===== src/include/fx2_defs.svh =====
// fx2 loopback constants for endpoint select codes, strobe settle time, credits and register bank
`ifndef FX2_DEFS_SVH
`define FX2_DEFS_SVH

// fifo_adr codes as seen by the FX2 slave FIFO
`define EP2_ADR 2'b00 // host OUT endpoint, read side
`define EP6_ADR 2'b10 // host IN endpoint, write side

// idle ifclk cycles between an address change and the first strobe
`define ADR_SETTLE 2

// writer buffer depth, also the read engine's starting credit count
`define RX_CREDITS 2

// spi register bank size
`define NUM_REGS 8

// register whose inverse drives the leds
`define LED_REG 0

`endif


===== src/rtl/fx2_pkg.sv =====
// fx2 fifo types shared by the read engine, the writer and the top level
`default_nettype none

package fx2_pkg;

	// word written to EP6, high byte from EP2 and led byte below it
	typedef struct packed {
		logic [7:0] high_byte; // bits 15:8 of fd
		logic [7:0] low_byte;  // bits 7:0 of fd
	} fifo_word_t;

	// slave fifo strobes, all active low, plus endpoint select
	typedef struct packed {
		logic       slrd;     // read strobe
		logic       sloe;     // output enable of the fx2 data bus
		logic       slwr;     // write strobe
		logic [1:0] fifo_adr; // endpoint select
	} fifo_ctrl_t;

	// one received high byte on its way to the writer
	// valid is a single cycle pulse, one credit spent per pulse
	typedef struct packed {
		logic       valid;
		logic [7:0] data;
	} rx_byte_t;

endpackage

`default_nettype wire


===== src/rtl/spi_pkg.sv =====
// spi register bus types for the frame on the wire and the register commit bundle
`default_nettype none

package spi_pkg;

	// frame as shifted in, msb first, rw bit leads
	typedef struct packed {
		logic       rw;   // 1 reads, 0 writes
		logic [6:0] addr; // register index
		logic [7:0] data; // write payload, don't care on reads
	} spi_frame_t;

	localparam int frame_bits = $bits(spi_frame_t); // sck edges in a full frame
	localparam int head_bits = 8;                   // rw plus addr, miso starts after these

	// commit bundle, strobe for one cycle when the frame was a good write
	typedef struct packed {
		logic       strobe;
		logic [6:0] addr;
		logic [7:0] data;
	} reg_write_t;

endpackage

`default_nettype wire


===== src/rtl/ep2_read_engine.sv =====
// ep2 read engine, pulls one word per transaction from the OUT endpoint and forwards its high byte
`default_nettype none
`include "fx2_defs.svh"

module ep2_read_engine (
	input  logic                ifclk,
	input  logic                rst_n,
	input  logic                flaga,      // EP2 has data
	input  logic [15:0]         fd_in,
	input  logic                bus_busy,   // writer owns the pins
	input  logic                credit_ret, // writer freed a buffer slot
	output fx2_pkg::fifo_ctrl_t rd_ctrl,
	output logic                bus_req,
	output fx2_pkg::rx_byte_t   rx
);

	localparam int cw = $clog2(`RX_CREDITS + 1);
	localparam logic [1:0] settle_last = 2'(`ADR_SETTLE - 1);

	typedef enum logic [1:0] {
		rd_idle,
		rd_settle, // sloe low, waiting before slrd
		rd_strobe, // slrd low this cycle
		rd_done    // rx.valid out, bus released
	} rd_state_t;

	rd_state_t     state;
	logic [1:0]    settle_cnt;
	logic [cw-1:0] credits;
	logic          sloe_q;
	logic          slrd_q;
	logic          rx_valid_q;
	logic [7:0]    rx_data_q;
	logic          start;

	// a slot must be free downstream before a word leaves EP2
	assign start = (state == rd_idle) && (credits != '0) && !bus_busy && flaga;

	// bus_req rises in the start cycle itself so the writer cannot start on the same edge
	assign bus_req = start || (state == rd_settle) || (state == rd_strobe);

	assign rd_ctrl = '{slrd: slrd_q, sloe: sloe_q, slwr: 1'b1, fifo_adr: `EP2_ADR};
	assign rx = '{valid: rx_valid_q, data: rx_data_q};

	// credit taken at start, given back by the writer after each EP6 write
	always_ff @(posedge ifclk) begin
		if (!rst_n) begin
			credits <= cw'(`RX_CREDITS);
		end else begin
			case ({start, credit_ret})
				2'b10:   credits <= credits - 1'b1;
				2'b01:   credits <= credits + 1'b1;
				default: credits <= credits; // both or none
			endcase
		end
	end

	always_ff @(posedge ifclk) begin
		if (!rst_n) begin
			state      <= rd_idle;
			settle_cnt <= '0;
			sloe_q     <= 1'b1;
			slrd_q     <= 1'b1;
			rx_valid_q <= 1'b0;
		end else begin
			rx_valid_q <= 1'b0; // single cycle pulse
			case (state)
				rd_idle: begin
					if (start) begin
						sloe_q     <= 1'b0; // fx2 drives fd from here on
						settle_cnt <= '0;
						state      <= rd_settle;
					end
				end
				rd_settle: begin
					settle_cnt <= settle_cnt + 1'b1;
					if (settle_cnt == settle_last) begin
						slrd_q <= 1'b0;
						state  <= rd_strobe;
					end
				end
				rd_strobe: begin
					slrd_q     <= 1'b1;
					sloe_q     <= 1'b1;
					rx_valid_q <= 1'b1;
					state      <= rd_done;
				end
				default: state <= rd_idle; // rd_done, one quiet cycle for the writer
			endcase
		end
	end

	// high byte taken on the edge that pops the fx2 fifo
	always_ff @(posedge ifclk) begin
		if (state == rd_strobe)
			rx_data_q <= fd_in[15:8];
	end

	a_slrd_with_sloe: assert property (@(posedge ifclk) disable iff (!rst_n)
		!rd_ctrl.slrd |-> !rd_ctrl.sloe);

	// credit_ret never comes back more often than credits went out
	a_credit_range: assert property (@(posedge ifclk) disable iff (!rst_n)
		credits <= cw'(`RX_CREDITS));

endmodule

`default_nettype wire


===== src/rtl/spi_reg_bank.sv =====
// spi register bank, oversampled slave with eight read/write registers, register 0 drives the leds
`default_nettype none
`include "fx2_defs.svh"

module spi_reg_bank (
	input  logic       ifclk,
	input  logic       rst_n,
	input  logic       sck,
	input  logic       mosi,
	input  logic       cs_n,
	output logic       miso,
	output logic [7:0] leds // active low pins
);

	localparam int aw = $clog2(`NUM_REGS);

	logic [1:0]          sck_sync;  // two-flop synchronisers
	logic [1:0]          mosi_sync;
	logic [1:0]          cs_sync;
	logic                sck_d;
	logic                cs_d;
	logic                sck_rise;
	logic                sck_fall;
	logic                cs_rise;
	logic                cs_fall;
	logic [15:0]         shift_q;
	logic [4:0]          bit_cnt;
	logic [7:0]          tx_q;
	logic [7:0]          rd_data;
	logic [7:0]          regs [`NUM_REGS];
	spi_pkg::spi_frame_t frame;
	spi_pkg::spi_frame_t head;  // first byte only, valid once 8 bits are in
	spi_pkg::reg_write_t wr_q;

	always_ff @(posedge ifclk) begin
		if (!rst_n) begin
			sck_sync <= '0;
			cs_sync  <= 2'b11; // deselected
			sck_d    <= 1'b0;
			cs_d     <= 1'b1;
		end else begin
			sck_sync <= {sck_sync[0], sck};
			cs_sync  <= {cs_sync[0], cs_n};
			sck_d    <= sck_sync[1];
			cs_d     <= cs_sync[1];
		end
	end

	// same delay as sck so data lines up with the detected edge
	always_ff @(posedge ifclk) mosi_sync <= {mosi_sync[0], mosi};

	assign sck_rise = sck_sync[1] & ~sck_d;
	assign sck_fall = ~sck_sync[1] & sck_d;
	assign cs_rise  = cs_sync[1] & ~cs_d;
	assign cs_fall  = ~cs_sync[1] & cs_d;

	assign frame = shift_q;
	assign head  = {shift_q[7:0], 8'h00};

	// bit counter saturates so an overlong frame never looks like 16 again
	always_ff @(posedge ifclk) begin
		if (!rst_n)
			bit_cnt <= '0;
		else if (cs_fall)
			bit_cnt <= '0;
		else if (sck_rise && !cs_sync[1] && bit_cnt != 5'h1f)
			bit_cnt <= bit_cnt + 1'b1;
	end

	always_ff @(posedge ifclk) begin
		if (sck_rise && !cs_sync[1])
			shift_q <= {shift_q[14:0], mosi_sync[1]}; // msb first
	end

	// first edge after cs_n rises, latch the write, second edge commits it
	always_ff @(posedge ifclk) begin
		wr_q.addr <= frame.addr;
		wr_q.data <= frame.data;
		if (!rst_n)
			wr_q.strobe <= 1'b0;
		else
			wr_q.strobe <= cs_rise && (bit_cnt == 5'(spi_pkg::frame_bits)) && !frame.rw;
	end

	always_ff @(posedge ifclk) begin
		if (!rst_n) begin
			for (int i = 0; i < `NUM_REGS; i++)
				regs[i] <= '0;
		end else if (wr_q.strobe && wr_q.addr < `NUM_REGS) begin
			regs[wr_q.addr[aw-1:0]] <= wr_q.data; // out of range writes dropped
		end
	end

	assign rd_data = (head.addr < `NUM_REGS) ? regs[head.addr[aw-1:0]] : 8'h00;

	// readback loads after the 8th falling edge, then shifts on each fall up to bit 15
	always_ff @(posedge ifclk) begin
		if (!rst_n) begin
			tx_q <= '0;
		end else if (cs_sync[1]) begin
			tx_q <= '0; // miso idles low between frames
		end else if (sck_fall) begin
			if (bit_cnt == 5'(spi_pkg::head_bits))
				tx_q <= head.rw ? rd_data : 8'h00;
			else if (bit_cnt < 5'(spi_pkg::frame_bits))
				tx_q <= {tx_q[6:0], 1'b0};
		end
	end

	assign miso = tx_q[7];
	assign leds = ~regs[`LED_REG]; // pins sink current

	// commit pipeline must only ever fire after the frame has closed
	a_commit_deselected: assert property (@(posedge ifclk) disable iff (!rst_n)
		wr_q.strobe |-> cs_sync[1] && cs_d);

endmodule

`default_nettype wire


===== src/rtl/ep6_loopback_writer.sv =====
// ep6 loopback writer, buffers received bytes, pairs them with the led byte and owns the fifo pins
`default_nettype none
`include "fx2_defs.svh"

module ep6_loopback_writer (
	input  logic                ifclk,
	input  logic                rst_n,
	input  fx2_pkg::rx_byte_t   rx,
	input  logic [7:0]          leds,
	input  fx2_pkg::fifo_ctrl_t rd_ctrl,
	input  logic                bus_req,    // read engine wants or holds the bus
	input  logic                flagc,      // EP6 has room
	output logic                credit_ret,
	output logic                bus_busy,
	output fx2_pkg::fifo_ctrl_t fifo_ctrl,
	output fx2_pkg::fifo_word_t fd_out,
	output logic                fd_oe
);

	localparam int cw = $clog2(`RX_CREDITS + 1);
	localparam int pw = $clog2(`RX_CREDITS);
	localparam logic [1:0] settle_last = 2'(`ADR_SETTLE - 1);

	typedef enum logic [1:0] {
		wr_idle,
		wr_settle, // EP6 selected, data on the bus
		wr_strobe  // slwr low this cycle
	} wr_state_t;

	wr_state_t           state;
	logic [1:0]          settle_cnt;
	logic [7:0]          buf_mem [`RX_CREDITS]; // byte fifo
	logic [pw-1:0]       wr_ptr;
	logic [pw-1:0]       rd_ptr;
	logic [cw-1:0]       count;
	logic                slwr_q;
	logic                start;
	logic                pop;
	fx2_pkg::fifo_ctrl_t wr_ctrl;

	assign start = (state == wr_idle) && (count != '0) && !bus_req && flagc;
	assign pop   = (state == wr_strobe); // entry freed once the word is in EP6

	always_ff @(posedge ifclk) begin
		if (rx.valid)
			buf_mem[wr_ptr] <= rx.data;
	end

	always_ff @(posedge ifclk) begin
		if (!rst_n) begin
			wr_ptr <= '0;
			rd_ptr <= '0;
			count  <= '0;
		end else begin
			if (rx.valid)
				wr_ptr <= (wr_ptr == pw'(`RX_CREDITS - 1)) ? '0 : wr_ptr + 1'b1;
			if (pop)
				rd_ptr <= (rd_ptr == pw'(`RX_CREDITS - 1)) ? '0 : rd_ptr + 1'b1;
			count <= count + cw'(rx.valid) - cw'(pop);
		end
	end

	always_ff @(posedge ifclk) begin
		if (!rst_n) begin
			state      <= wr_idle;
			settle_cnt <= '0;
			slwr_q     <= 1'b1;
			credit_ret <= 1'b0;
		end else begin
			credit_ret <= 1'b0;
			case (state)
				wr_idle: begin
					if (start) begin
						settle_cnt <= '0;
						state      <= wr_settle;
					end
				end
				wr_settle: begin
					settle_cnt <= settle_cnt + 1'b1;
					if (settle_cnt == settle_last) begin
						slwr_q <= 1'b0;
						state  <= wr_strobe;
					end
				end
				default: begin // wr_strobe
					slwr_q     <= 1'b1;
					credit_ret <= 1'b1; // read engine may fetch one more
					state      <= wr_idle;
				end
			endcase
		end
	end

	// word built once per write, led byte as it stands at the start
	always_ff @(posedge ifclk) begin
		if (start)
			fd_out <= '{high_byte: buf_mem[rd_ptr], low_byte: leds};
	end

	assign bus_busy = (state != wr_idle);
	assign fd_oe    = bus_busy; // fpga drives fd for the whole write
	assign wr_ctrl  = '{slrd: 1'b1, sloe: 1'b1, slwr: slwr_q, fifo_adr: `EP6_ADR};

	// read side passes through while idle, adr falls back to EP2 with it
	assign fifo_ctrl = bus_busy ? wr_ctrl : rd_ctrl;

	a_slwr_driven: assert property (@(posedge ifclk) disable iff (!rst_n)
		!fifo_ctrl.slwr |-> fd_oe && fifo_ctrl.fifo_adr == `EP6_ADR);

	// read engine credits must keep pushes within the buffer
	a_no_overflow: assert property (@(posedge ifclk) disable iff (!rst_n)
		rx.valid |-> (count < cw'(`RX_CREDITS)) || pop);

endmodule

`default_nettype wire


===== src/rtl/fx2_led_loopback.sv =====
// fx2 led loopback top, EP2 high bytes return on EP6 with the led byte below them
`default_nettype none

module fx2_led_loopback (
	input  logic        ifclk,
	input  logic        rst_n,
	input  logic        flaga,    // EP2 not empty
	input  logic        flagc,    // EP6 not full
	input  logic [15:0] fd_in,
	output logic [15:0] fd_out,
	output logic        fd_oe,    // pad tristate enable, handled by the board wrapper
	output logic        slrd,
	output logic        sloe,
	output logic        slwr,
	output logic [1:0]  fifo_adr,
	input  logic        sck,
	input  logic        mosi,
	output logic        miso,
	input  logic        cs_n,
	output logic [7:0]  leds
);

	fx2_pkg::fifo_ctrl_t rd_ctrl;   // read engine strobes
	fx2_pkg::fifo_ctrl_t fifo_ctrl; // what reaches the pins
	fx2_pkg::rx_byte_t   rx;
	fx2_pkg::fifo_word_t tx_word;
	logic                bus_req;
	logic                bus_busy;
	logic                credit_ret;

	ep2_read_engine u_read (
		.ifclk      (ifclk),
		.rst_n      (rst_n),
		.flaga      (flaga),
		.fd_in      (fd_in),
		.bus_busy   (bus_busy),
		.credit_ret (credit_ret),
		.rd_ctrl    (rd_ctrl),
		.bus_req    (bus_req),
		.rx         (rx)
	);

	spi_reg_bank u_regs (
		.ifclk (ifclk),
		.rst_n (rst_n),
		.sck   (sck),
		.mosi  (mosi),
		.cs_n  (cs_n),
		.miso  (miso),
		.leds  (leds)
	);

	ep6_loopback_writer u_write (
		.ifclk      (ifclk),
		.rst_n      (rst_n),
		.rx         (rx),
		.leds       (leds),     // low byte of every EP6 word
		.rd_ctrl    (rd_ctrl),
		.bus_req    (bus_req),
		.flagc      (flagc),
		.credit_ret (credit_ret),
		.bus_busy   (bus_busy),
		.fifo_ctrl  (fifo_ctrl),
		.fd_out     (tx_word),
		.fd_oe      (fd_oe)
	);

	assign fd_out   = tx_word;
	assign slrd     = fifo_ctrl.slrd;
	assign sloe     = fifo_ctrl.sloe;
	assign slwr     = fifo_ctrl.slwr;
	assign fifo_adr = fifo_ctrl.fifo_adr;

endmodule

`default_nettype wire


===== config.mk =====
export PLATFORM = sky130hd
export DESIGN_NAME = fx2_led_loopback
export DESIGN_NICKNAME = d
export VERILOG_FILES = /design/src/rtl/fx2_pkg.sv /design/src/rtl/spi_pkg.sv /design/src/rtl/ep2_read_engine.sv /design/src/rtl/spi_reg_bank.sv /design/src/rtl/ep6_loopback_writer.sv /design/src/rtl/fx2_led_loopback.sv
export VERILOG_INCLUDE_DIRS = /design/src /design/src/include
export SDC_FILE = /design/constraint.sdc
export NUM_CORES = 1
export LEC_CHECK = 0
export ABC_CLOCK_PERIOD_IN_PS = 7100
export BUFFER_PORTS_ARGS = -buffer_cell sky130_fd_sc_hd__buf_2
export CAP_MARGIN = 15
export CORE_ASPECT_RATIO = 1.5
export CORE_MARGIN = 5
export CORE_UTILIZATION = 45
export DETAILED_ROUTE_END_ITERATION = 7
export SKIP_LAST_GASP = 1
export SLEW_MARGIN = 25
export SYNTH_ARGS = -nofsm -noshare
export SYNTH_HDL_FRONTEND = slang
export SYNTH_HIERARCHICAL = 1
export SYNTH_SLANG_ARGS = --single-unit

===== constraint.sdc =====
create_clock -name ifclk -period 7.1 [get_ports ifclk]
set_input_delay 0.71 -clock ifclk [delete_from_list [all_inputs] [get_ports ifclk]]
set_output_delay 0.71 -clock ifclk [all_outputs]
set_load 0.03 [all_outputs]

==> flow_results.org, run 1 <==
** Finish
- Final std cells w/o fill :: 740
- Utilization of the core after routing :: 52.1%
- In the final layout, flip-flops and latches occupy 4790 sq um.
- Leaving out fill and tap cells, the most frequent cell in the layout is sky130_fd_sc_hd__edfxtp_1.
- The number of antenna diodes in the final layout is 0.
- Counting the fill cells in the layout gives 1296.
- Leading cell types in the layout, fill and taps excluded :: sky130_fd_sc_hd__edfxtp_1 (120), sky130_fd_sc_hd__and2_1 (73), sky130_fd_sc_hd__dfxtp_1 (58)
- Share of post-route cells with drive strength above 1 :: 22.7%
- Relative to the synthesized area, the layout overhead comes to 14.4%.
- Summing all multi-input logic gate instances after layout gives 2120 sq um.
- Nets :: 558

** Global routing
- Global routing used 14.8% of the available tracks across all layers.
- Entering global routing, the biggest net connects 37 pins.
- Gr ovfl total :: 0
- The via count of the first global-routing pass is 3937.
- The first global-routing pass estimated 20700 microns of wire.
- The number of antenna violations at the first check in global routing was 0.

** Clock tree
- In this run, CTS created clock tree buffers numbering 17.
- Clock Root Buffer :: sky130_fd_sc_hd__clkbuf_16
- Clk_lat worst skew :: 420 ps
- Clock tree sinks :: ~180
- Clock Path Buffers :: 2
- Count of hold-fix buffers inserted at cts :: 0
- Clock tree from TritonCTS :: yes
- Clock-pin slew was measured on the worst setup and hold paths at 70 ps.
- Number of H-tree branching levels :: 4
- In this run the post-CTS setup repair buffer count came out at 0.
- The number of gates resized after CTS was 0.

** Critical path
- The worst setup path is launched from a primary input.
- Largest fanout on the critical path :: 36
- FF-to-FF setup slack :: 4740 ps
- Required time of the critical path :: 7170 ps
- Start-to-end type of the worst setup path :: in2reg
- STA puts the critical path data arrival time at approximately 2500 ps.
- Kind of end point of the critical path :: register

** Die
- Die Y-Extent :: 164 microns
- From left edge to right edge, the die measures approximately 110 microns.
- Number of cell rows :: 56
- Die Outline Area :: between 15000 and 20000 sq um
- For this design the top-level I/O count stands at 54.
- After floorplanning, the core was sized to cover ~16000 sq um.
- Initial Util :: 45.5%

** Detailed routing
- Average detailed-routed wire length per instance :: approximately 17 microns
- For this run, design rule violations remaining after detail routing come to 0.
- Across all layers, the routed design uses 3728 vias.
- Initial drt markers :: around 180
- Final antenna-violating net count :: 0
- Overall routed net length :: around 13000 microns
- Using the TritonRoute via totals, the vias-per-cell ratio works out to 5.04.
- TritonRoute pass-1 iters :: 4

** Timing
- Measured against its own limit, the worst slew margin works out to 46.5%.
- Final total negative setup slack :: 0 ps
- Achievable clock frequency :: 418 MHz
- The final-report max-slew violation count is 0.
- Final Hold Viols :: 0
- Setup repair after global routing left no endpoint under its margin.
- Final Cycle Share :: around a third
- The worst path in the final design needs a cycle of ~2400 ps, including I/O delays and setup.
- On the final layout, the worst clock skew is 11.4 ps.
- Setup violations remaining at the end of the flow were counted as 0.
- Setup slack closes at 4710 ps.
- At the pin with the least slew margin, the transition time is 802 ps.

** Synthesis
- During synthesis, Yosys emitted a total of 6 warnings.
- The netlist uses 56 different library cells.
- Fraction of the yosys area taken by sequential cells :: 67.2%
- In the synthesized netlist the async set-or-reset flop fraction comes to 0%.
- The synthesized design contains 179 register bits.
- Syn_area_per_cell :: approximately 15 sq um
- Number of enable flip-flop cells after synthesis :: 120
- The cell count after synthesis came out at 472.
- Most instantiated flip-flop cell in the synthesis netlist :: sky130_fd_sc_hd__edfxtp_1
- The synthesized netlist occupies a cell area of between 7000 and 8000 sq um.

** Power
- Peak ir drop on the vdd network :: 0.166 mV
- The share of total power dissipated in combinational logic is about 8.4%.
- Fraction of power spent switching nets :: 25.4%
- The analysis attributes to cell leakage a power of roughly 3.1 nW.
- Relative contribution of sequential cells to total power :: 50.9%
- Internal power comes to between 1.5 and 2 mW.
- For this design the ratio of total power to cell area is a little under 300 nW/um^2.
- The analysis attributes to net switching a power of 0.603 mW.
- Share of total power in the clock network :: 40.7%

** Placement
- Summed over all nets, the half-perimeter wirelength after detailed placement is 8800 microns.
- Placed cell count :: 708
- IO buf count :: 44
- Routability congestion estimate from global placement :: a little over 0.7
- Timing analysis after detailed placement gives a worst setup slack of 4260 ps.

** Worst hold path
- Min-Delay Path Class :: reg2reg

** Run status
- The run finished with clean final reports.

** Run
- The tool flagged a number of max-cap violations equal to 0.
==> cells in the mapped netlist, drive strengths merged (3+ instances only) <==
cell type	n	area [sq um]
edfxtp	120	3600
xor2	5	43.8
mux2	12	135
mux2i	9	90.1
buf	18	139
nor3	5	46.3
nand3b	4	30.0
nor2	22	85.1
o21ai	21	109
or3	4	25.0
a22oi	7	52.6
inv	19	71.3
or3b	4	37.5
or2b	5	41.3
mux4	16	398
a21oi	7	38.8
nand3	3	15.0
nor2b	5	38.8
xnor2	3	26.3
ha	11	138
and2	73	457
nand2b	6	45.0
nand2	6	22.5
dfxtp	59	1180
nand4	3	31.3
==> state kept, by name, summed over array words and instances, names as in the netlist, 2 cells and up, named ones only <==
name and flops:
u_write/fd_out 16, u_read/rx_data_q 8, u_regs/sck_sync 2, u_read/settle_cnt 2
u_regs/bit_cnt 5, u_write/settle_cnt 2, u_regs/tx_q 8, u_write/state 2
u_write/buf_mem 16, u_regs/mosi_sync 2, u_regs/wr_q 16, u_regs/cs_sync 2
u_write/count 2, u_regs/regs 64, u_read/credits 2, u_read/state 2
u_regs/frame 16
==> per-stage QoR <==
step / hold WS [ps] / instance area [sq um] / total power, mW
global route: 349 / 8140 / 2.48
floorplan: 310 / 7120 / 1.39
CTS: 339 / 8140 / 2.41
finish: 338 / 8140 / 2.37
global placement: 313 / 7510 / 1.42
detailed placement: 321 / 7510 / 1.43
==> layer usage <==
| metal | GRT usage, % | vias up | wire (microns) |
|---|---|---|---|
| met3 | 2.99 | 12 | 334 |
| met2 | 28.4 | 71 | 7430 |
| met1 | 15.6 | 1827 | 4820 |
| met4 | 5.47 | 0 | 265 |
| met5 | 0 | - | 0 |
| li1 | - | 1818 | - |
==> worst paths after layout <==
kind | start | to | cells after the start
setup / recovery | rst_n | u_regs/regs[0][2] | 4
hold / removal | u_regs/mosi_sync[0] | u_regs/mosi_sync[1] | 0
setup reg to reg | u_write/state[0] | u_write/fd_out[5] | 7
hold reg to reg | u_regs/mosi_sync[0] | u_regs/mosi_sync[1] | 0
==> layout make-up <==
class	count	share of cell area, %
clock buffers	17	5.23
well taps	203	3.12
inverters	19	0.876
clock inverters	15	2.46
flip-flops and latches	179	58.8
multi-input cells	255	26.1
repair buffers	52	3.44
==> cell families after synthesis <==
group | after synthesis | synth area share (%)
AO/OA/AOI/OAI | 41 | 3.48
XOR/XNOR | 8 | 0.985
adder cells (fa/ha/maj) | 11 | 1.93
buffers and inverters | 39 | 3.06
flip-flops | 179 | 67.2
multiplexers | 37 | 8.76
other | 2 | 0.106
AND/OR/NAND/NOR | 155 | 14.4
==> power by group through the flow <==
stage | clock, mW | combinational, mW | sequential [mW]
6_report | 0.966 | 0.199 | 1.21
5_1_grt | 1.04 | 0.221 | 1.22
4_1_cts | 0.994 | 0.202 | 1.21
3_5_place_dp | 0 | 0.201 | 1.23
3_3_place_gp | 0 | 0.194 | 1.23
2_1_floorplan | 0 | 0.158 | 1.23
==> critical path, cell delays in order <==
cell and delay, ps:
sky130_fd_sc_hd__buf_2 460, sky130_fd_sc_hd__nand4b_2 300, sky130_fd_sc_hd__nor3_2 530, sky130_fd_sc_hd__or2b_1 450
Power figures use the tool's default switching activity.
==> run 2: changes to the inputs <==
--- a/config.mk
+++ b/config.mk
@@ -6,7 +6,7 @@
 export SDC_FILE = /design/constraint.sdc
 export NUM_CORES = 1
 export LEC_CHECK = 0
-export ABC_CLOCK_PERIOD_IN_PS = 7100
+export ABC_CLOCK_PERIOD_IN_PS = 2300
 export BUFFER_PORTS_ARGS = -buffer_cell sky130_fd_sc_hd__buf_2
 export CAP_MARGIN = 15
 export CORE_ASPECT_RATIO = 1.5
==> constraint.sdc (replaced) <==
create_clock -name ifclk -period 2.3 [get_ports ifclk]
set_input_delay 0.23 -clock ifclk [delete_from_list [all_inputs] [get_ports ifclk]]
set_output_delay 0.23 -clock ifclk [all_outputs]
set_load 0.03 [all_outputs]
==> run 2 against run 1 <==
  * Global-route usage grew 0.43 points
  * Combinational power grew to 3.3 times the previous value
  * Power grew to 3.0 times the previous value
  * Clock power grew to 2.9 times the previous value
  * Final area grew 2.1%
  * Utilization grew 1.1 points
  * Cell count grew 3.0%
  * Sequential share of layout area shrank 1.2 points
  * Highest routed layer unchanged
==> flow_results.org, run 2 (same netlist as run 1, synthesis figures left out) <==
** Run status
- Outcome: completed (unchanged).

** Clock tree
- Clock Root Buffer :: sky130_fd_sc_hd__clkbuf_16 (unchanged)
- Number of H-tree branching levels :: 4 (unchanged)
- The clock buffer count from CTS was 17 (unchanged).
- Clock tree sinks :: 179 (unchanged)
- The clock latency reported for the late side of the worst-skew pair came to 420 ps (about the same).
- Post-CTS setup buffer count :: 0 (unchanged)
- Clock-pin slew on the worst setup and hold paths :: 70 ps (about the same)
- The maximum number of buffers from clock root to sink is 2 (unchanged).
- Clock tree from TritonCTS :: yes (unchanged)

** Timing
- The worst setup skew after layout is 8.23 ps (was 11.4 ps).
- The transition at the pin with the smallest max-transition slack is 760 ps (was 802 ps).
- Achievable clock frequency :: 465 MHz
- RSZ-0062 raised after global routing :: false (unchanged)
- PnR worst setup slack :: 149 ps (was 4710 ps)
- Setup-violating endpoint count in the final report :: 0 (unchanged)
- Final Cycle Share :: 93.5%
- The final total negative setup slack is 0 ps (unchanged).
- Final Hold Viols :: 0 (unchanged)
- The normalized max-slew margin is 49.2% (was 46.5%).
- The routed design could run at a clock period as short as between 2000 and 2500 ps.
- The final-report max-slew violation count came to 0 (unchanged).

** Run
- The number of max-cap violations was 0 (unchanged).

** Placement
- IO buf count :: 44 (unchanged)
- Dpl hpwl :: 9080 microns (was 8800 microns)
- The post-place setup slack came to 145 ps (was 4260 ps).
- The area after detailed placement was 7620 sq um (was 7510 sq um).
- The weighted congestion at the end of routability-driven global placement was 0.776 (was 0.725).

** Detailed routing
- TritonRoute pass-1 iters :: 4 (unchanged)
- Final antenna-violating net count :: 0 (unchanged)
- Number of vias after detailed routing :: 3784 (was 3728)
- Initial drt markers :: 189 (was 183)
- The final wirelength is 13000 microns (was 12900 microns).
- The per-cell via count in the routed design was 4.97 (was 5.04).
- Residual DRC count :: 0 (unchanged)
- The per-cell routed wire length is 17.1 microns (was 17.4 microns).

** Die
- IO Pins :: 54 (unchanged)
- The number of rows in the core area was 56 (unchanged).
- The starting utilization of the core area came to 45.5% (unchanged).
- The die width is 113 microns (unchanged).
- The placeable core region came to 15600 sq um (unchanged).
- The height of the chip is 164 microns (unchanged).
- The floorplan die area was 18500 sq um (unchanged).

** Finish
- Leading cell types in the layout, fill and taps excluded :: sky130_fd_sc_hd__edfxtp_1 (120), sky130_fd_sc_hd__and2_1 (73), sky130_fd_sc_hd__dfxtp_1 (59) (was sky130_fd_sc_hd__edfxtp_1 (120), sky130_fd_sc_hd__and2_1 (73), sky130_fd_sc_hd__dfxtp_1 (58))
- Nets :: 580 (was 558)
- Register ranked first by flip-flop count :: u_regs/regs (unchanged)
- The leading cell type in the layout, fill and taps excluded was sky130_fd_sc_hd__edfxtp_1 (unchanged).
- Utilization of the core after routing :: 53.2% (was 52.1%)
- The number of flip-flops under the largest register name is 64 (unchanged).
- The finished layout cell area is 8310 sq um (was 8140 sq um).
- Share of post-route cells with drive strength above 1 :: 24.0% (was 22.7%)
- The number of antenna diodes was 0 (unchanged).
- The area growth from synthesis to final layout was 16.8% (was 14.4%).

** Critical path
- Kind of end point of the critical path :: register (unchanged)
- The endpoint arrival time on the critical path is 2280 ps (was 2470 ps).
- Largest fanout on the critical path :: 16 (was 36)
- Start-to-end type of the worst setup path :: reg2reg (was in2reg)
- The required arrival time at the worst endpoint came to 2430 ps (was 7170 ps).
- Startpoint kind of the worst setup timing path :: register (was primary input)

** Global routing
- The number of antenna violations at the first check in global routing is 0 (unchanged).
- The via count of the first global-routing pass came to 4094 (was 3937).
- Largest net degree at the start of global routing :: 20 (was 37)
- Overall track demand over capacity in global routing :: 15.2% (was 14.8%)
- Gr ovfl total :: 0 (unchanged)
- First-pass GRT wire length :: 21200 microns (was 20700 microns)

** Power
- The leakage power of the design was 3.15 nW (was 3.06 nW).
- The total power consumption of the routed design is 7.22 mW (was 2.37 mW).
- Power Density :: 869 nW/um^2 (was 292 nW/um^2)
- The maximum resistive drop on vdd came to 0.476 mV (was 0.166 mV).

** Worst hold path
- The worst min-delay path category was in2reg (was reg2reg).
## run 2: cell types whose count changed in the layout (fill, tap and decap cells not counted), moves of 2 or more
cell / delta
sky130_fd_sc_hd__inv_12: -2
sky130_fd_sc_hd__buf_4: +11
sky130_fd_sc_hd__clkinv_4: +2
sky130_fd_sc_hd__dlygate4sd3_1: +10
sky130_fd_sc_hd__clkinv_2: +2
sky130_fd_sc_hd__clkinv_8: -2
## run 2: metrics by stage
stage	std cells	hold slack, ps
floorplan	473	258
global placement	720	319
detailed placement	720	325
CTS	762	29.0
global route	762	40.7
finish	762	39.9
## run 2: what timing repair did
| item | CTS | global route |
|---|---|---|
| hold buffers | 10 | 0 |
| gates resized for setup | 0 | 0 |
| endpoints found under the hold margin | 10 | 0 |
| setup endpoints to repair | 0 | 0 |
## run 2: cell type report
| cell class | count | area (sq um) |
|---|---|---|
| clock buffer | 17 | 425 |
| clock inverter | 15 | 165 |
| fill | 1314 | 7320 |
| inverter | 19 | 71.3 |
| multi-input combinational | 255 | 2120 |
| sequential | 179 | 4780 |
| tap | 203 | 254 |
| timing repair buffer | 74 | 483 |
## run 2: worst paths after layout
check        cells past startpoint             endpoint  slack (ps)                 from
max reg2reg                      7    u_write/fd_out[0]         150      u_read/state[0]
max                              7    u_write/fd_out[0]         150      u_read/state[0]
min reg2reg                      0  u_regs/mosi_sync[1]         340  u_regs/mosi_sync[0]
min                              2   u_regs/sck_sync[0]          40                  sck
## run 2: worst max-delay path: stages, from the launching register on
cell and delay (ps):
sky130_fd_sc_hd__dfxtp_1 360, sky130_fd_sc_hd__inv_1 80, sky130_fd_sc_hd__ha_1 260, sky130_fd_sc_hd__or3b_1 290
sky130_fd_sc_hd__nand2_1 100, sky130_fd_sc_hd__or3b_4 420, sky130_fd_sc_hd__nor2_2 150, sky130_fd_sc_hd__buf_12 180
## run 2: layer usage
metal	vias to the layer above	global-route usage, %	wire (microns)	part of all wire [%]
met1	1853	15.7	4830	37
met2	59	29.5	7580	58
met3	11	2.95	366	2.8
met4	0	6.23	246	1.9
met5	-	0	0	0
li1	1861	-	-	-
## run 2: power breakdown
part	total (mW)	switching, mW	leakage, nW	internal [mW]
logic	0.649	0.386	1.26	0.264
registers	3.72	0.0893	1.60	3.64
clock network	2.84	1.30	0.295	1.55
==> run 3: changes to the inputs <==
--- a/config.mk
+++ b/config.mk
@@ -6,6 +6,7 @@
 export SDC_FILE = /design/constraint.sdc
 export NUM_CORES = 1
 export LEC_CHECK = 0
+export ABC_AREA = 1
 export ABC_CLOCK_PERIOD_IN_PS = 2300
 export BUFFER_PORTS_ARGS = -buffer_cell sky130_fd_sc_hd__buf_2
 export CAP_MARGIN = 15
==> run 3 against run 2 <==
  * Via count increased by 28%
  * Cell count increased by 30%
  * Clock skew increased by 1.9 ps
  * Die area increased by 2.3%
  * Global-route usage increased by 0.43 points
  * Synthesized cell count increased by 50%
  * Clock-buffer cell count unchanged
  * Worst setup slack improved by 250 ps
  * Worst hold slack improved by 140 ps
  * Sequential cell count unchanged
  * Critical path type unchanged
  * Largest power group unchanged
==> flow_results.org, run 3 <==
** Global routing
- Overall track demand over capacity in global routing :: 15.6% (was 15.2%)
- The largest net degree at the start of global routing is 37 (was 20).
- The via count of the first global-routing pass is 4743 (was 4094).
- Initial antenna violation count :: 0 (unchanged)
- The overflow left after global routing came to 0 (unchanged).
- The first-pass GRT wire length was 23300 microns (was 21200 microns).

** Finish
- The top register by number of flip-flops is u_regs/regs (unchanged).
- The leading cell type in the layout, fill and taps excluded was sky130_fd_sc_hd__nand2_1 (was sky130_fd_sc_hd__edfxtp_1).
- Leading cell types in the layout, fill and taps excluded: sky130_fd_sc_hd__nand2_1 (143), sky130_fd_sc_hd__edfxtp_1 (120), sky130_fd_sc_hd__inv_1 (105) (was sky130_fd_sc_hd__edfxtp_1 (120), sky130_fd_sc_hd__and2_1 (73), sky130_fd_sc_hd__dfxtp_1 (59)).
- Fin area :: 8410 sq um (was 8310 sq um)
- The footprint of the flip-flops and latches came to 4780 sq um (unchanged).
- The number of inserted filler cells in the final layout was 1438 (was 1314).
- The multi-input logic area is 1930 sq um (was 2120 sq um).
- Share of post-route cells with drive strength above 1 :: 15.3% (was 24.0%)
- Nets :: 806 (was 580)
- The area growth from synthesis to final layout was 15.3% (was 16.8%).
- Flip-flop count of the largest register, all copies and words added :: 64 (unchanged)
- Antenna cells :: 0 (unchanged)

** Synthesis
- Cell taking the most area after synthesis :: sky130_fd_sc_hd__edfxtp_1 (unchanged)
- The async set-reset flop share out of synthesis came to 0% (unchanged).
- The total standard cell area after synthesis was 7290 sq um (was 7120 sq um).
- The mean instance size in the synthesized netlist came to 10.3 sq um (was 15.1 sq um).
- The area share of the largest cell type after synthesis is 49.4% (was 50.6%).
- Number of warnings reported in the yosys synthesis log :: 6 (unchanged)
- Post-synth cell types :: 35 (was 56)
- Number of standard cells after synthesis :: 708 (was 472)
- Top cells by instance count after synthesis: sky130_fd_sc_hd__nand2_1 (143), sky130_fd_sc_hd__edfxtp_1 (120), sky130_fd_sc_hd__inv_1 (105) (was sky130_fd_sc_hd__edfxtp_1 (120), sky130_fd_sc_hd__and2_1 (73), sky130_fd_sc_hd__dfxtp_1 (59)).
- The synthesis-stage register bit count came to 179 (unchanged).
- Fraction of the yosys area taken by sequential cells :: 65.6% (was 67.2%)
- The dominant register cell in the synthesized netlist was sky130_fd_sc_hd__edfxtp_1 (unchanged).
- The most used standard cell by instance count after synthesis is sky130_fd_sc_hd__nand2_1 (was sky130_fd_sc_hd__edfxtp_1).
- The number of flops mapped to enable cells by yosys is 120 (unchanged).
- Most area-consuming cells after synthesis: sky130_fd_sc_hd__edfxtp_1 (49%), sky130_fd_sc_hd__dfxtp_1 (16%), sky130_fd_sc_hd__nand2_1 (7.4%) (was sky130_fd_sc_hd__edfxtp_1 (51%), sky130_fd_sc_hd__dfxtp_1 (17%), sky130_fd_sc_hd__and2_1 (6.4%)).

** Critical path
- The peak per-stage delay on the critical path was 350 ps (was 420 ps).
- Largest fanout on the critical path :: 16 (unchanged)
- The highest-delay cell along the critical path is sky130_fd_sc_hd__dfxtp_1 (was sky130_fd_sc_hd__or3b_4).
- Critical path, cell by cell: inv_1, ha_1, inv_2, nor2_4, nand3_4, nand3_1, nor2_1, nand3_1, inv_1, buf_4 (was inv_1, ha_1, or3b_1, nand2_1, or3b_4, nor2_2, buf_12).
- Worst endpoint data arrival time :: 2010 ps (was 2280 ps)
- The required arrival time at the worst endpoint was 2410 ps (was 2430 ps).
- Start-to-end type of the worst setup path :: reg2reg (unchanged)
- The cell class contributing the biggest share of worst-path delay was buffers and inverters (was simple AND/OR/NAND/NOR gates).
- The critical path capture point type was a register (unchanged).
- Sum of buffers and inverters on the critical path :: 4 (was 2)
- Startpoint kind of the worst setup timing path :: register (unchanged)

** Clock tree
- Clock-pin slew on the worst setup and hold paths :: 70 ps (about the same)
- The clock latency reported for the late side of the worst-skew pair was 420 ps (about the same).
- Clock tree from TritonCTS :: yes (unchanged)
- The clock sink count came to 179 (unchanged).
- The root buffer selected by CTS was sky130_fd_sc_hd__clkbuf_16 (unchanged).
- The H-tree depth reported by CTS was 4 (unchanged).
- The maximum number of buffers from clock root to sink was 2 (unchanged).
- TritonCTS buffer count :: 17 (unchanged)

** Timing
- The final-layout worst hold slack is 176 ps (was 39.9 ps).
- Final Hold Viols :: 0 (unchanged)
- RSZ-0062 raised after global routing: false (unchanged).
- Setup-violating endpoint count in the final report :: 0 (unchanged)
- The maximum clock rate was 527 MHz (was 465 MHz).
- Final Skew :: 10.2 ps (was 8.23 ps)
- Final total negative setup slack :: 0 ps (unchanged)
- Final worst path period need :: 1900 ps (was 2150 ps)
- The final-report max-slew violation count was 0 (unchanged).
- The share of the cycle needed by the critical path after routing is 82.5% (was 93.5%).
- Worst Tran Pin Value :: 655 ps (was 760 ps)
- Worst slew margin relative to its limit :: 56.2% (was 49.2%)

** Detailed routing
- The per-cell via count in the routed design was 4.90 (was 4.97).
- Initial drt markers :: 201 (was 189)
- Overall routed net length :: 14400 microns (was 13000 microns)
- The DRC violations left is 0 (unchanged).
- TritonRoute pass-1 iters :: 5 (was 4)
- Average detailed-routed wire length per instance :: 14.5 microns (was 17.1 microns)
- The number of nets still failing antenna checks after routing came to 0 (unchanged).
- Number of vias after detailed routing :: 4853 (was 3784)

** Placement
- Dpl hpwl :: 9860 microns (was 9080 microns)
- The area after detailed placement is 7710 sq um (was 7620 sq um).
- Routability congestion estimate from global placement :: 0.828 (was 0.776)
- The number of port buffers came to 44 (unchanged).

** Die
- Die Y-Extent :: 166 microns (was 164 microns)
- Die Wd :: 114 microns (was 113 microns)
- Core area :: 16000 sq um (was 15600 sq um)
- The top-level I/O count is 54 (unchanged).
- Number of cell rows :: 57 (was 56)
- Initial Util :: 45.4% (was 45.5%)
- The floorplan die area was 18900 sq um (was 18500 sq um).

** Run
- The number of max-cap violations is 0 (unchanged).

** Run status
- Outcome :: completed (unchanged)

** Worst hold path
- Min-Delay Path Class :: in2reg (unchanged)

** Power
- The leakage power of the design came to 3.49 nW (was 3.15 nW).
- The total power consumption of the routed design came to 7.18 mW (was 7.22 mW).
- The power density over cell area was 854 nW/um^2 (was 869 nW/um^2).
- Peak ir drop on the vdd network :: 0.621 mV (was 0.476 mV)
[run 3: changes by cell type after synthesis, sizes merged, moves of 12 or more]
| cell | previous run | this run |
|---|---|---|
| nand2 | 6 | 148 |
| mux2 | 12 | 0 |
| nand3 | 3 | 62 |
| a21oi | 7 | 29 |
| nor3 | 5 | 37 |
| and2 | 73 | 0 |
| mux4 | 16 | 0 |
| inv | 19 | 112 |
| nor2 | 22 | 61 |
[run 3: repair_timing]
action | CTS | global route
endpoints found under the hold margin | 11 | 0
endpoints found under the setup margin | 0 | 0
buffers inserted | 0 | 0
hold buffers | 11 | 0
gates resized for setup | 0 | 0
[run 3: final cells by class]
class | instances | share of cell area [%]
flip-flops and latches | 179 | 56.9
multi-input cells | 392 | 22.9
inverters | 115 | 5.15
clock buffers | 17 | 5.06
repair buffers | 67 | 5.00
well taps | 206 | 3.07
clock inverters | 15 | 1.89
[run 3: worst min-delay path, stage by stage]
cell	delay [ps]
sky130_fd_sc_hd__buf_2	110
sky130_fd_sc_hd__nand3_4	110
sky130_fd_sc_hd__a21oi_1	60
sky130_fd_sc_hd__nand2_1	50
[run 3: per-stage QoR]
| stage | worst slack, ps | utilization, % | std cells |
|---|---|---|---|
| floorplan | 465 | - | 709 |
| global placement | 444 | 48.1 | 948 |
| detailed placement | 406 | 48.1 | 948 |
| CTS | 374 | 52.4 | 991 |
| global route | 256 | 52.4 | 991 |
| finish | 402 | 52.4 | 991 |
[run 3: routing by layer]
layer  GRT usage (%)  wire (microns)  up-vias
met5               0               0        -
met4            6.15             338        0
met3            3.46             547       16
met2            28.4            7900      114
met1            17.4            5580     2287
li1                -               -     2436
[run 3: logic make-up after synthesis]
logic type / after synthesis / share of synthesized area [%]
simple gates: 317 / 19.9
flops: 179 / 65.6
buf+inv: 138 / 7.98
compound gates: 59 / 4.21
fa+ha+maj: 11 / 1.89
xor+xnor: 2 / 0.240
other cells: 2 / 0.103
[run 3: power by group]
part | internal [mW] | switching [mW] | leakage [nW] | total [mW]
sequential | 3.63 | 0.0813 | 1.68 | 3.71
combinational | 0.224 | 0.442 | 1.52 | 0.666
clock | 1.46 | 1.34 | 0.287 | 2.80
total | 5.32 | 1.86 | 3.49 | 7.18
[run 3: worst paths after layout]
check                                    startpoint                  end  slack (ps)  cells past startpoint
worst min-delay path                          flaga        u_read/sloe_q         180                      4
worst max-delay path                u_read/state[0]    u_write/fd_out[9]         400                     10
worst max register to register      u_read/state[0]    u_write/fd_out[9]         400                     10
worst min register to register  u_regs/mosi_sync[0]  u_regs/mosi_sync[1]         330                      0
